`config.mk`:
```
export PLATFORM = sky130hd
export DESIGN_NAME = trace_priority_top
export DESIGN_NICKNAME = d
export VERILOG_FILES = /design/src/trace_pkg.sv /design/src/addr_compressor.sv /design/src/packet_selector.sv /design/src/qual_tracker.sv /design/src/trace_cond_decode.sv /design/src/trace_priority_top.sv
export SDC_FILE = /design/constraint.sdc
export NUM_CORES = 1
export LEC_CHECK = 0
export BUFFER_PORTS_ARGS = -buffer_cell sky130_fd_sc_hd__buf_2
export CORE_UTILIZATION = 55
export DETAILED_ROUTE_END_ITERATION = 7
export MAX_ROUTING_LAYER = met4
export PLACE_DENSITY = 0.75
export SYNTH_ARGS = -nofsm -noshare
export SYNTH_HDL_FRONTEND = slang
export SYNTH_SLANG_ARGS = --single-unit
```
`constraint.sdc`:
```
create_clock -name clk_i -period 31.4 [get_ports clk_i]
set_input_delay 6.28 -clock clk_i [delete_from_list [all_inputs] [get_ports clk_i]]
set_output_delay 6.28 -clock clk_i [all_outputs]
set_load 0.1 [all_outputs]
```
`src/trace_pkg.sv`:
```
// trace priority package
// packet formats, qualification status and the condition and request structs
`default_nettype none

package trace_pkg;

    // packet format, 2 bit field of the encoder header
    typedef enum logic [1:0] {
        f_opt_ext    = 2'b00,
        f_diff_delta = 2'b01,
        f_addr_only  = 2'b10,
        f_sync       = 2'b11
    } trace_format_e;

    // sync subformat
    // context is part of the encoding but never emitted here
    typedef enum logic [1:0] {
        sf_start   = 2'b00,
        sf_trap    = 2'b01,
        sf_context = 2'b10,
        sf_support = 2'b11
    } sync_subformat_e;

    // qualification status carried by support packets
    typedef enum logic [1:0] {
        qs_no_change  = 2'b00,
        qs_ended_rep  = 2'b01,
        qs_trace_lost = 2'b10,
        qs_ended_ntr  = 2'b11
    } qual_status_e;

    // last cycle retirement conditions
    typedef struct packed {
        logic exception;
        logic updiscon;
        logic final_qualified;
    } lc_cond_t;

    // this cycle retirement conditions
    typedef struct packed {
        logic qualified;
        logic exception;
        logic retired;
        logic first_qualified;
        logic privchange;
        // resync counter past / one step before its limit
        logic gt_max_resync;
        logic et_max_resync;
        logic branch_map_empty;
        logic branch_map_full;
        logic enc_enabled;
        logic enc_disabled;
        logic opmode_change;
        logic packets_lost;
        // tied to zero by the driver
        logic spare;
    } tc_cond_t;

    // next cycle retirement conditions
    typedef struct packed {
        logic exception;
        logic privchange;
        logic branch_map_empty;
        logic qualified;
        logic retired;
    } nc_cond_t;

    // combined conditions feeding the priority tree
    typedef struct packed {
        logic tc_exc_only;
        logic tc_ppccd;
        logic tc_resync_br;
        logic tc_er_n;
        logic tc_rpt_br;
        logic nc_exc_only;
        logic nc_ppccd_br;
        logic tc_support_req;
        logic tc_branch_map_empty;
    } cond_flags_t;

    // selected packet and its side outputs
    typedef struct packed {
        logic            valid;
        trace_format_e   format;
        sync_subformat_e subformat;
        logic            thaddr;
        // 0 picks last cycle cause/tval, 1 picks this cycle
        logic            lc_tc_mux;
        logic            resync_timer_rst;
    } packet_req_t;

    // commands for the registered flags
    typedef struct packed {
        logic ended_ntr;
        logic ended_rep;
        logic reported_load;
        logic reported_value;
    } state_cmd_t;

endpackage

`default_nettype wire

```
`src/addr_compressor.sv`:
```
// address compressor
// counts leading sign bits and gives how many low bits must be kept
`default_nettype none

module addr_compressor #(
    parameter int XLEN = 32
) (
    input  logic [XLEN-1:0]        addr_i,
    output logic [$clog2(XLEN):0]  keep_bits_o
);

    localparam int CNT_W = $clog2(XLEN) + 1;

    // leading run of bits equal to the msb, msb included
    logic [CNT_W-1:0] lead_cnt;
    logic             in_run;

    always_comb begin
        // msb always counts
        lead_cnt = CNT_W'(1);
        in_run   = 1'b1;
        for (int i = XLEN - 2; i >= 0; i--) begin
            if (in_run && (addr_i[i] == addr_i[XLEN-1])) begin
                lead_cnt = lead_cnt + CNT_W'(1);
            end else begin
                // first differing bit ends the run
                in_run = 1'b0;
            end
        end
    end

    // one copy of the sign bit stays so the receiver can sign extend
    // all bits equal leaves just that one bit
    assign keep_bits_o = CNT_W'(XLEN) - lead_cnt + CNT_W'(1);

    always_comb begin : check_keep
        // never zero, never more than the address
        assert ((keep_bits_o >= CNT_W'(1)) && (keep_bits_o <= CNT_W'(XLEN)))
            else $error("keep_bits out of range");
    end

endmodule

`default_nettype wire

```
`src/packet_selector.sv`:
```
// packet selector
// fixed priority tree choosing the trace packet and the flag commands
`default_nettype none

module packet_selector (
    input  logic                   valid_i,
    input  logic                   tc_qualified_i,
    input  logic                   tc_first_qualified_i,
    input  logic                   tc_gt_max_resync_i,
    input  logic                   lc_exception_i,
    input  logic                   lc_updiscon_i,
    input  logic                   nc_qualified_i,
    input  trace_pkg::cond_flags_t flags_i,
    input  logic                   ended_ntr_q_i,
    input  logic                   ended_rep_q_i,
    input  logic                   reported_q_i,
    output trace_pkg::packet_req_t packet_o,
    output trace_pkg::state_cmd_t  cmd_o,
    output logic                   support_o
);

    // diff_delta with branches to report, addr_only without
    trace_pkg::trace_format_e branch_fmt;

    assign branch_fmt = flags_i.tc_branch_map_empty ? trace_pkg::f_addr_only
                                                    : trace_pkg::f_diff_delta;

    // strobe for the status encoder
    assign support_o = packet_o.valid
                    && (packet_o.format == trace_pkg::f_sync)
                    && (packet_o.subformat == trace_pkg::sf_support);

    always_comb begin : select_packet
        // idle defaults, opt_ext only as inactive value
        packet_o.valid            = 1'b0;
        packet_o.format           = trace_pkg::f_opt_ext;
        packet_o.subformat        = trace_pkg::sf_start;
        packet_o.thaddr           = 1'b0;
        packet_o.lc_tc_mux        = 1'b0;
        packet_o.resync_timer_rst = 1'b0;
        cmd_o.ended_ntr           = 1'b0;
        cmd_o.ended_rep           = 1'b0;
        cmd_o.reported_load       = 1'b0;
        cmd_o.reported_value      = 1'b0;

        if (valid_i) begin
            if (flags_i.tc_support_req) begin
                // encoder state change or lost packets
                packet_o.valid     = 1'b1;
                packet_o.format    = trace_pkg::f_sync;
                packet_o.subformat = trace_pkg::sf_support;
            end else if (tc_qualified_i) begin
                if (lc_exception_i) begin
                    packet_o.valid            = 1'b1;
                    packet_o.format           = trace_pkg::f_sync;
                    packet_o.resync_timer_rst = 1'b1;
                    if (flags_i.tc_exc_only) begin
                        // trap with lc cause, handler address follows later
                        packet_o.subformat   = trace_pkg::sf_trap;
                        cmd_o.reported_load  = 1'b1;
                        cmd_o.reported_value = 1'b1;
                    end else if (reported_q_i) begin
                        // trap already out, resume with a start
                        packet_o.subformat   = trace_pkg::sf_start;
                        cmd_o.reported_load  = 1'b1;
                        cmd_o.reported_value = 1'b0;
                    end else begin
                        // trap and handler address in one packet
                        packet_o.subformat = trace_pkg::sf_trap;
                        packet_o.thaddr    = 1'b1;
                    end
                end else if (tc_first_qualified_i || flags_i.tc_ppccd
                             || tc_gt_max_resync_i) begin
                    packet_o.valid            = 1'b1;
                    packet_o.format           = trace_pkg::f_sync;
                    packet_o.subformat        = trace_pkg::sf_start;
                    packet_o.resync_timer_rst = 1'b1;
                    if (!flags_i.tc_exc_only) begin
                        cmd_o.reported_load  = 1'b1;
                        cmd_o.reported_value = 1'b0;
                    end
                end else if (lc_updiscon_i) begin
                    // uninferable jump last cycle
                    cmd_o.ended_ntr = 1'b1;
                    packet_o.valid  = 1'b1;
                    if (flags_i.tc_exc_only) begin
                        // tc cause via mux
                        packet_o.format           = trace_pkg::f_sync;
                        packet_o.subformat        = trace_pkg::sf_trap;
                        packet_o.lc_tc_mux        = 1'b1;
                        packet_o.resync_timer_rst = 1'b1;
                        cmd_o.reported_load       = 1'b1;
                        cmd_o.reported_value      = 1'b0;
                    end else begin
                        packet_o.format = branch_fmt;
                    end
                end else if (flags_i.tc_resync_br || flags_i.tc_er_n) begin
                    packet_o.valid  = 1'b1;
                    packet_o.format = branch_fmt;
                end else if (flags_i.nc_exc_only || flags_i.nc_ppccd_br
                             || !nc_qualified_i) begin
                    // last qualified instruction gets reported
                    cmd_o.ended_rep = !nc_qualified_i;
                    packet_o.valid  = 1'b1;
                    packet_o.format = branch_fmt;
                end else if (flags_i.tc_rpt_br) begin
                    // full branch map
                    packet_o.valid  = 1'b1;
                    packet_o.format = trace_pkg::f_diff_delta;
                end
            end
        end
    end

    always_comb begin : check_outputs
        // resync reset only travels with a real packet
        assert (!(packet_o.resync_timer_rst && !valid_i))
            else $error("resync_timer_rst set without valid");
        // tracker flags come from exclusive selector branches
        assert (!(ended_ntr_q_i && ended_rep_q_i))
            else $error("both ended flags seen by the selector");
    end

endmodule

`default_nettype wire

```
`src/qual_tracker.sv`:
```
// qualification tracker
// holds the ended and reported flags and encodes the support packet status
`default_nettype none

module qual_tracker (
    input  logic                    clk_i,
    input  logic                    rst_ni,
    input  trace_pkg::state_cmd_t   cmd_i,
    input  logic                    support_i,
    input  logic                    tc_packets_lost_i,
    output logic                    ended_ntr_q_o,
    output logic                    ended_rep_q_o,
    output logic                    reported_q_o,
    output trace_pkg::qual_status_e qual_status_o
);

    // ended flags live for one cycle, reported only moves on a load
    always_ff @(posedge clk_i or negedge rst_ni) begin
        if (!rst_ni) begin
            ended_ntr_q_o <= 1'b0;
            ended_rep_q_o <= 1'b0;
            reported_q_o  <= 1'b0;
        end else begin
            ended_ntr_q_o <= cmd_i.ended_ntr;
            ended_rep_q_o <= cmd_i.ended_rep;
            if (cmd_i.reported_load) begin
                reported_q_o <= cmd_i.reported_value;
            end
        end
    end

    // status only has meaning inside a support packet
    always_comb begin
        qual_status_o = trace_pkg::qs_no_change;
        if (support_i) begin
            if (ended_ntr_q_o) begin
                qual_status_o = trace_pkg::qs_ended_ntr;
            end else if (ended_rep_q_o) begin
                qual_status_o = trace_pkg::qs_ended_rep;
            end else if (tc_packets_lost_i) begin
                qual_status_o = trace_pkg::qs_trace_lost;
            end
        end
    end

    // selector never asks for both ends in one cycle
    ended_flags_exclusive: assert property (
        @(posedge clk_i) disable iff (!rst_ni)
        !(ended_ntr_q_o && ended_rep_q_o)
    ) else $error("ended_ntr and ended_rep both set");

endmodule

`default_nettype wire

```
`src/trace_cond_decode.sv`:
```
// trace condition decoder
// folds the raw lc/tc/nc inputs into the conditions used by the priority tree
`default_nettype none

module trace_cond_decode (
    input  trace_pkg::lc_cond_t    lc_i,
    input  trace_pkg::tc_cond_t    tc_i,
    input  trace_pkg::nc_cond_t    nc_i,
    output trace_pkg::cond_flags_t flags_o
);

    // exception without a retired instruction
    assign flags_o.tc_exc_only = tc_i.exception && !tc_i.retired;
    assign flags_o.nc_exc_only = nc_i.exception && !nc_i.retired;

    // precise discontinuity, only privilege change without context support
    assign flags_o.tc_ppccd = tc_i.privchange;

    // resync one step away, worth a packet only with branches pending
    assign flags_o.tc_resync_br = tc_i.et_max_resync && !tc_i.branch_map_empty;

    // exception that still retired an instruction
    assign flags_o.tc_er_n = tc_i.exception && tc_i.retired;

    // branch map must be flushed
    assign flags_o.tc_rpt_br = tc_i.branch_map_full;

    // privilege change next cycle with branches still to report
    assign flags_o.nc_ppccd_br = nc_i.privchange && !nc_i.branch_map_empty;

    // any of these asks for a sync support packet
    assign flags_o.tc_support_req = tc_i.enc_enabled
                                 || tc_i.enc_disabled
                                 || tc_i.opmode_change
                                 || lc_i.final_qualified
                                 || tc_i.packets_lost;

    // branch choice between diff_delta and addr_only
    assign flags_o.tc_branch_map_empty = tc_i.branch_map_empty;

endmodule

`default_nettype wire

```
`src/trace_priority_top.sv`:
```
// trace packet priority stage
// decoder, priority tree, flag tracker and address compressor
`default_nettype none

module trace_priority_top #(
    parameter int XLEN = 32
) (
    input  logic                    clk_i,
    input  logic                    rst_ni,
    input  logic                    valid_i,
    input  trace_pkg::lc_cond_t     lc_i,
    input  trace_pkg::tc_cond_t     tc_i,
    input  trace_pkg::nc_cond_t     nc_i,
    input  logic [XLEN-1:0]         addr_i,
    output trace_pkg::packet_req_t  packet_o,
    output trace_pkg::qual_status_e qual_status_o,
    output logic [$clog2(XLEN):0]   keep_bits_o
);

    trace_pkg::cond_flags_t flags;
    trace_pkg::state_cmd_t  cmd;
    logic                   support;
    // registered flags back to the tree
    logic                   ended_ntr_q;
    logic                   ended_rep_q;
    logic                   reported_q;

    trace_cond_decode i_cond_decode (
        .lc_i    (lc_i),
        .tc_i    (tc_i),
        .nc_i    (nc_i),
        .flags_o (flags)
    );

    packet_selector i_packet_selector (
        .valid_i              (valid_i),
        .tc_qualified_i       (tc_i.qualified),
        .tc_first_qualified_i (tc_i.first_qualified),
        .tc_gt_max_resync_i   (tc_i.gt_max_resync),
        .lc_exception_i       (lc_i.exception),
        .lc_updiscon_i        (lc_i.updiscon),
        .nc_qualified_i       (nc_i.qualified),
        .flags_i              (flags),
        .ended_ntr_q_i        (ended_ntr_q),
        .ended_rep_q_i        (ended_rep_q),
        .reported_q_i         (reported_q),
        .packet_o             (packet_o),
        .cmd_o                (cmd),
        .support_o            (support)
    );

    qual_tracker i_qual_tracker (
        .clk_i             (clk_i),
        .rst_ni            (rst_ni),
        .cmd_i             (cmd),
        .support_i         (support),
        .tc_packets_lost_i (tc_i.packets_lost),
        .ended_ntr_q_o     (ended_ntr_q),
        .ended_rep_q_o     (ended_rep_q),
        .reported_q_o      (reported_q),
        .qual_status_o     (qual_status_o)
    );

    // runs alongside, no link to the tree
    addr_compressor #(
        .XLEN (XLEN)
    ) i_addr_compressor (
        .addr_i      (addr_i),
        .keep_bits_o (keep_bits_o)
    );

endmodule

`default_nettype wire

```
---- Word-level counts from Yosys, hierarchy flattened ----
Index checks and enable logic that the tools add are counted.
storage, ports and cells
  word-level logic and storage cells ...... 225
  output and inout bits ................... 16
  flip-flop bits (word level) ............. 3
  input bits .............................. 57
cells by class
  reductions and logical operators ........ 51
  $add $sub $neg .......................... 32
  multiplexer cells ....................... 106
  equality and inequality tests ........... 33
operators by type and width
  kind                                                            count
  6-bit by 1-bit adder with 6-bit output (second input constant)  31
  6-bit 2-to-1 mux                                                30
  1-bit 2-to-1 mux                                                45
  1-bit logical AND                                               37
  2-bit 2-to-1 mux                                                18
  1-bit == test                                                   31
  8-bit 2-to-1 mux                                                2
  3-bit 2-to-1 mux                                                5
  5-bit 2-to-1 mux                                                3
  4-bit 2-to-1 mux                                                3
  1-bit logical OR                                                9
  6-bit subtractor (first input constant)                         1
  1-bit logical NOT                                               5
  2-bit == test (second input constant)                           2

---- Longest topological paths before layout ----
  depth in word-level cells ............... 64
  mapped depth ............................ 70
  depth with buffers taken out ............ 66

---- Modules after synthesis ----
A second synthesis with hierarchy kept.
unflattened totals
  cell total of the unflattened synthesis .. 800
  area, all modules ....................... 5,293.8 um^2
by module, submodules not included
  module             times used  cells an instance  seq. area each (um^2)  area an instance (um^2)
  addr_compressor    1           745                0.0                    4,889.7
  packet_selector    1           37                 0.0                    226.5
  qual_tracker       1           7                  75.1                   111.4
  trace_cond_decode  1           11                 0.0                    66.3

---- Worst setup path before layout ----
OpenSTA, ideal clock, no wires.
  path type ............................... input port to output port
  start ................................... input port addr_i[31]
  end ..................................... output port keep_bits_o[5]
  data required time ...................... 25.120 ns
  stages .................................. 68
  path buffers ............................ 5
  arrival ................................. 20.048 ns
  setup slack ............................. 5.072 ns
  cells stage by stage .................... buf_2 buf_2 clkbuf_1 clkbuf_1 nor2_1 a2bb2oi_1 ha_1 a21o_1 ha_1 o21a_1 ha_1 mux2i_1 nand3_1 nand2_2 inv_1 ha_1 clkbuf_1 a21oi_2 (+32 left out) nor2b_1 nand2_1 o31ai_1 ha_1 nand2b_1 o211ai_1 nor2_1 a21o_1 ha_1 mux2i_1 o21bai_1 ha_1 o32ai_1 a211o_1 ha_1 nor3b_1 nor3_2 xnor2_1
between the ends
  word-level cells in the longest chain between the ends .. 64
  elaborated cells between the ends (all ways) .. 154
  classes of those cells .................. add/sub (32); eq/ne (31); mux (61); reduce/logical (30)
RTL lines
  element                                                                             RTL line                                      source
  start: declaration                                                                  trace_priority_top.sv:14                      input logic [XLEN-1:0] addr_i,
  1-bit == test                                                                       addr_compressor.sv:23                         if (in_run && (addr_i[i] == addr_i[XLEN-1])) begin
  2-bit 2-to-1 mux / 1-bit 2-to-1 mux (equally long branches)                         addr_compressor.sv:23
  6-bit by 1-bit adder with 6-bit output / 1-bit logical AND (equally long branches)  addr_compressor.sv:24, addr_compressor.sv:23
  6-bit 2-to-1 mux / 1-bit 2-to-1 mux (equally long branches)                         addr_compressor.sv:23
  6-bit by 1-bit adder with 6-bit output / 1-bit logical AND (equally long branches)  addr_compressor.sv:24, addr_compressor.sv:23
  6-bit 2-to-1 mux / 1-bit 2-to-1 mux (equally long branches)                         addr_compressor.sv:23
  6-bit by 1-bit adder with 6-bit output / 1-bit logical AND (equally long branches)  addr_compressor.sv:24, addr_compressor.sv:23
  6-bit 2-to-1 mux / 1-bit 2-to-1 mux (equally long branches)                         addr_compressor.sv:23
  (+48 left out)                                                                      n/a
  6-bit by 1-bit adder with 6-bit output / 1-bit logical AND (equally long branches)  addr_compressor.sv:24, addr_compressor.sv:23
  6-bit 2-to-1 mux / 1-bit 2-to-1 mux (equally long branches)                         addr_compressor.sv:23
  6-bit by 1-bit adder with 6-bit output / 1-bit logical AND (equally long branches)  addr_compressor.sv:24, addr_compressor.sv:23
  6-bit 2-to-1 mux / 1-bit 2-to-1 mux (equally long branches)                         addr_compressor.sv:23
  6-bit by 1-bit adder with 6-bit output / 1-bit logical AND (equally long branches)  addr_compressor.sv:24, addr_compressor.sv:23
  6-bit 2-to-1 mux *                                                                  addr_compressor.sv:23
  6-bit subtractor *                                                                  addr_compressor.sv:34                         assign keep_bits_o = CNT_W'(XLEN) - lead_cnt + CNT_W'(1);
  6-bit by 1-bit adder with 6-bit output *                                            addr_compressor.sv:34
  end: declaration                                                                    trace_priority_top.sv:17                      output logic [$clog2(XLEN):0] keep_bits_o
Every way passes the cells marked *; elsewhere a longest branch is shown, timed or not.

---- Worst setup path in the final report ----
Ends and elaborated chain as after synthesis.

==> flow_metrics.tcl <==
set metrics [dict create \
    status "completed" \
    synthesis.nets 820 \
    syn2layout_area_growth_pct 8.51 \
    cts_buffers 3 \
    wirelength_um 13400 \
    synth_seq_cells 3 \
    fmax_ghz 0.0367 \
    initial_core_util_pct 57.9 \
    start_kind "primary input" \
    drc 0 \
    whs_ns 0.560 \
    wl_per_cell_um 15.0 \
    max_stage_delay_ns 0.60 \
    finalSetupTns_ns 0 \
    root_buffer "clkbuf_8" \
    cp_max_fo 79 \
    dp_hpwl_um 10800 \
    worstSkewPairLatency_ns 0.22 \
    synth_warnings 0 \
    gr-total-overflow 0 \
    arrival_ns 21.00 \
    cts-resized-gates 0 \
    boundaryPins 73 \
    die_w_um 95.9 \
    htreeDepth 1 \
    fp.coreArea_mm2 0.00838 \
    synthCells 735 \
    dieArea_mm2 0.00920 \
    hold_viol_final 0 \
    ys.flop_type "dfrtp_1" \
    grt_pass1_wl_um 22000 \
    syn-cell-area_mm2 0.00485 \
    tightest_slew_ns 0.801 \
    path_common_cell "ha_1" \
    critPathKind "primary input to primary output" \
    synth_edf_count 0 \
    port_buffers 71 \
    yosysSeqAreaShare_pct 1.55 \
    final_common_cell "nand2_1" \
    drive_gt1_share_pct 16.1 \
    crit_slowest_cell "buf_4" \
    cts.sink_count 3 \
    slew_headroom_pct 46.6 \
    dp.cells 883 \
    cap_viol_max_count 0 \
    p_leak_nw 2.13 \
    slew_violations 0 \
    cp.required_ns 25.12 \
    grt_max_degree 80 \
    nets 868 \
    antenna_found_initial 1 \
    cts_hold_buf 0 \
    final.min_clock_period_ns 27.28 \
    stdcell_count 888 \
    fin_ws_ns 4.12 \
    hold_path.class "flip-flop to flip-flop" \
    gp_congestion 0.951 \
    vias 5591 \
    dieHeight_um 95.9 \
    synth_cell_types 91 \
    grt_use_total_pct 30.2 \
    firstDrtPassIters 6 \
    place_ws_ns 4.26 \
    post_cts_buffers 0 \
    p_total_mw 0.0909 \
    clkSlewWorstSetupHoldPaths_ns 0.03 \
    clk_path_buf_depth 2 \
    drtAntennaViolNets 0 \
    async_flop_share_pct 100 \
    finalCritPeriodShare_pct 86.9 \
    ir_drop_v 0.0000290 \
    grt_pass1_vias 4878 \
    fin_worst_skew_ns 0 \
    cp-end-kind "primary output" \
    drt_iter0_drc 405 \
    cts_tree "done" \
    via_per_inst 6.30 \
    rows 33 \
    final_cell_mix "nand2_1, nor2_1, buf_2" \
    setup_viol 0 \
    rsz0062_at_grt "no" \
    cellPowerDensity_mw_per_mm2 17.3 \
    synth_area_per_cell_um2 6.60 \
]
==> routing by layer <==
layer	GRT usage (%)	vias up	part of all wire [%]	routed length (um)
met2	53.2	213	49	6490
li1	-	2770	-	-
met1	37.3	2583	44	5880
met5	-	-	0	0
met3	1.50	25	5.3	711
met4	8.83	0	2.0	273
==> registers in the layout (all words and copies together) (netlist names) <==
signal                        cells
i_qual_tracker.ended_ntr_q_o      1
i_qual_tracker.ended_rep_q_o      1
i_qual_tracker.reported_q_o       1
==> power by group <==
part | switching, mW | leakage [nW] | internal (mW)
logic | 0.0498 | 2.06 | 0.0256
registers | 0.0000265 | 0.0419 | 0.00393
clock network | 0.00287 | 0.0228 | 0.00868
total | 0.0527 | 2.13 | 0.0382
==> Yosys cell counts, drive strengths merged, types with 10 or more instances <==
library cell | count | area [um2]
o22ai | 11 | 82.6
nand3 | 26 | 130
mux2i | 14 | 140
inv | 29 | 109
and2 | 15 | 93.8
and3 | 17 | 106
o21ai | 53 | 284
o31ai | 11 | 82.6
clkbuf | 17 | 63.8
nor2 | 85 | 334
ha | 28 | 350
a21oi | 50 | 258
or2 | 10 | 62.6
nand2 | 107 | 412
nand4 | 12 | 75.1
xnor2 | 51 | 499
xor2 | 19 | 181
nand2b | 11 | 68.8
nor3 | 27 | 173
buf | 12 | 65.1
==> critical path: cells and delay by family <==
kind                       cells  cell delay [ns]
AOI/OAI and AO/OA             28             5.50
adders and majority gates     14             4.37
and+or+nand+nor               13             2.68
buffers and inverters          4             1.19
muxes                          4             0.85
xor gates and xnor gates       1             0.13
==> per-stage QoR <==
step | cell area (um2) | utilization [%]
6_report | 5270 | 62.8
4_1_cts | 5260 | 62.8
5_1_grt | 5270 | 62.8
2_1_floorplan | 4850 | -
3_3_place_gp | 5220 | 62.2
3_5_place_dp | 5220 | 62.2
==> cells by family after synthesis <==
family	synth area share, %
AOI/OAI and AO/OA	28.1
xor gates and xnor gates	17.8
adders and majority gates	7.22
buffers and inverters	4.90
DFF	1.55
muxes	4.05
and+or+nand+nor	36.4
==> area by class of cell <==
type                       instances  area [um2]
clock buffer                       4        45.0
antenna                            1        2.50
inverter                          29         109
timing repair buffer              72         363
fill                             797        3120
sequential                         3        75.1
multi-input combinational        674        4540
tap                              105         131
==> final timing paths <==
kind / depth (start not counted) / from / to / slack [ns]
min in group asynchronous: 1 / rst_ni / i_qual_tracker.ended_ntr_q_o$_DFF_PN0_ / 5.84
min reg2reg: 2 / i_qual_tracker.reported_q_o$_DFFE_PN0P_ / i_qual_tracker.reported_q_o$_DFFE_PN0P_ / 0.56
max reg2reg: 2 / i_qual_tracker.reported_q_o$_DFFE_PN0P_ / i_qual_tracker.reported_q_o$_DFFE_PN0P_ / 30.71
min: 2 / i_qual_tracker.reported_q_o$_DFFE_PN0P_ / i_qual_tracker.reported_q_o$_DFFE_PN0P_ / 0.56
max: 64 / addr_i[31] / keep_bits_o[5] / 4.12
max in group asynchronous: 1 / rst_ni / i_qual_tracker.ended_rep_q_o$_DFF_PN0_ / 25.45
Power figures use the tool's default switching activity.
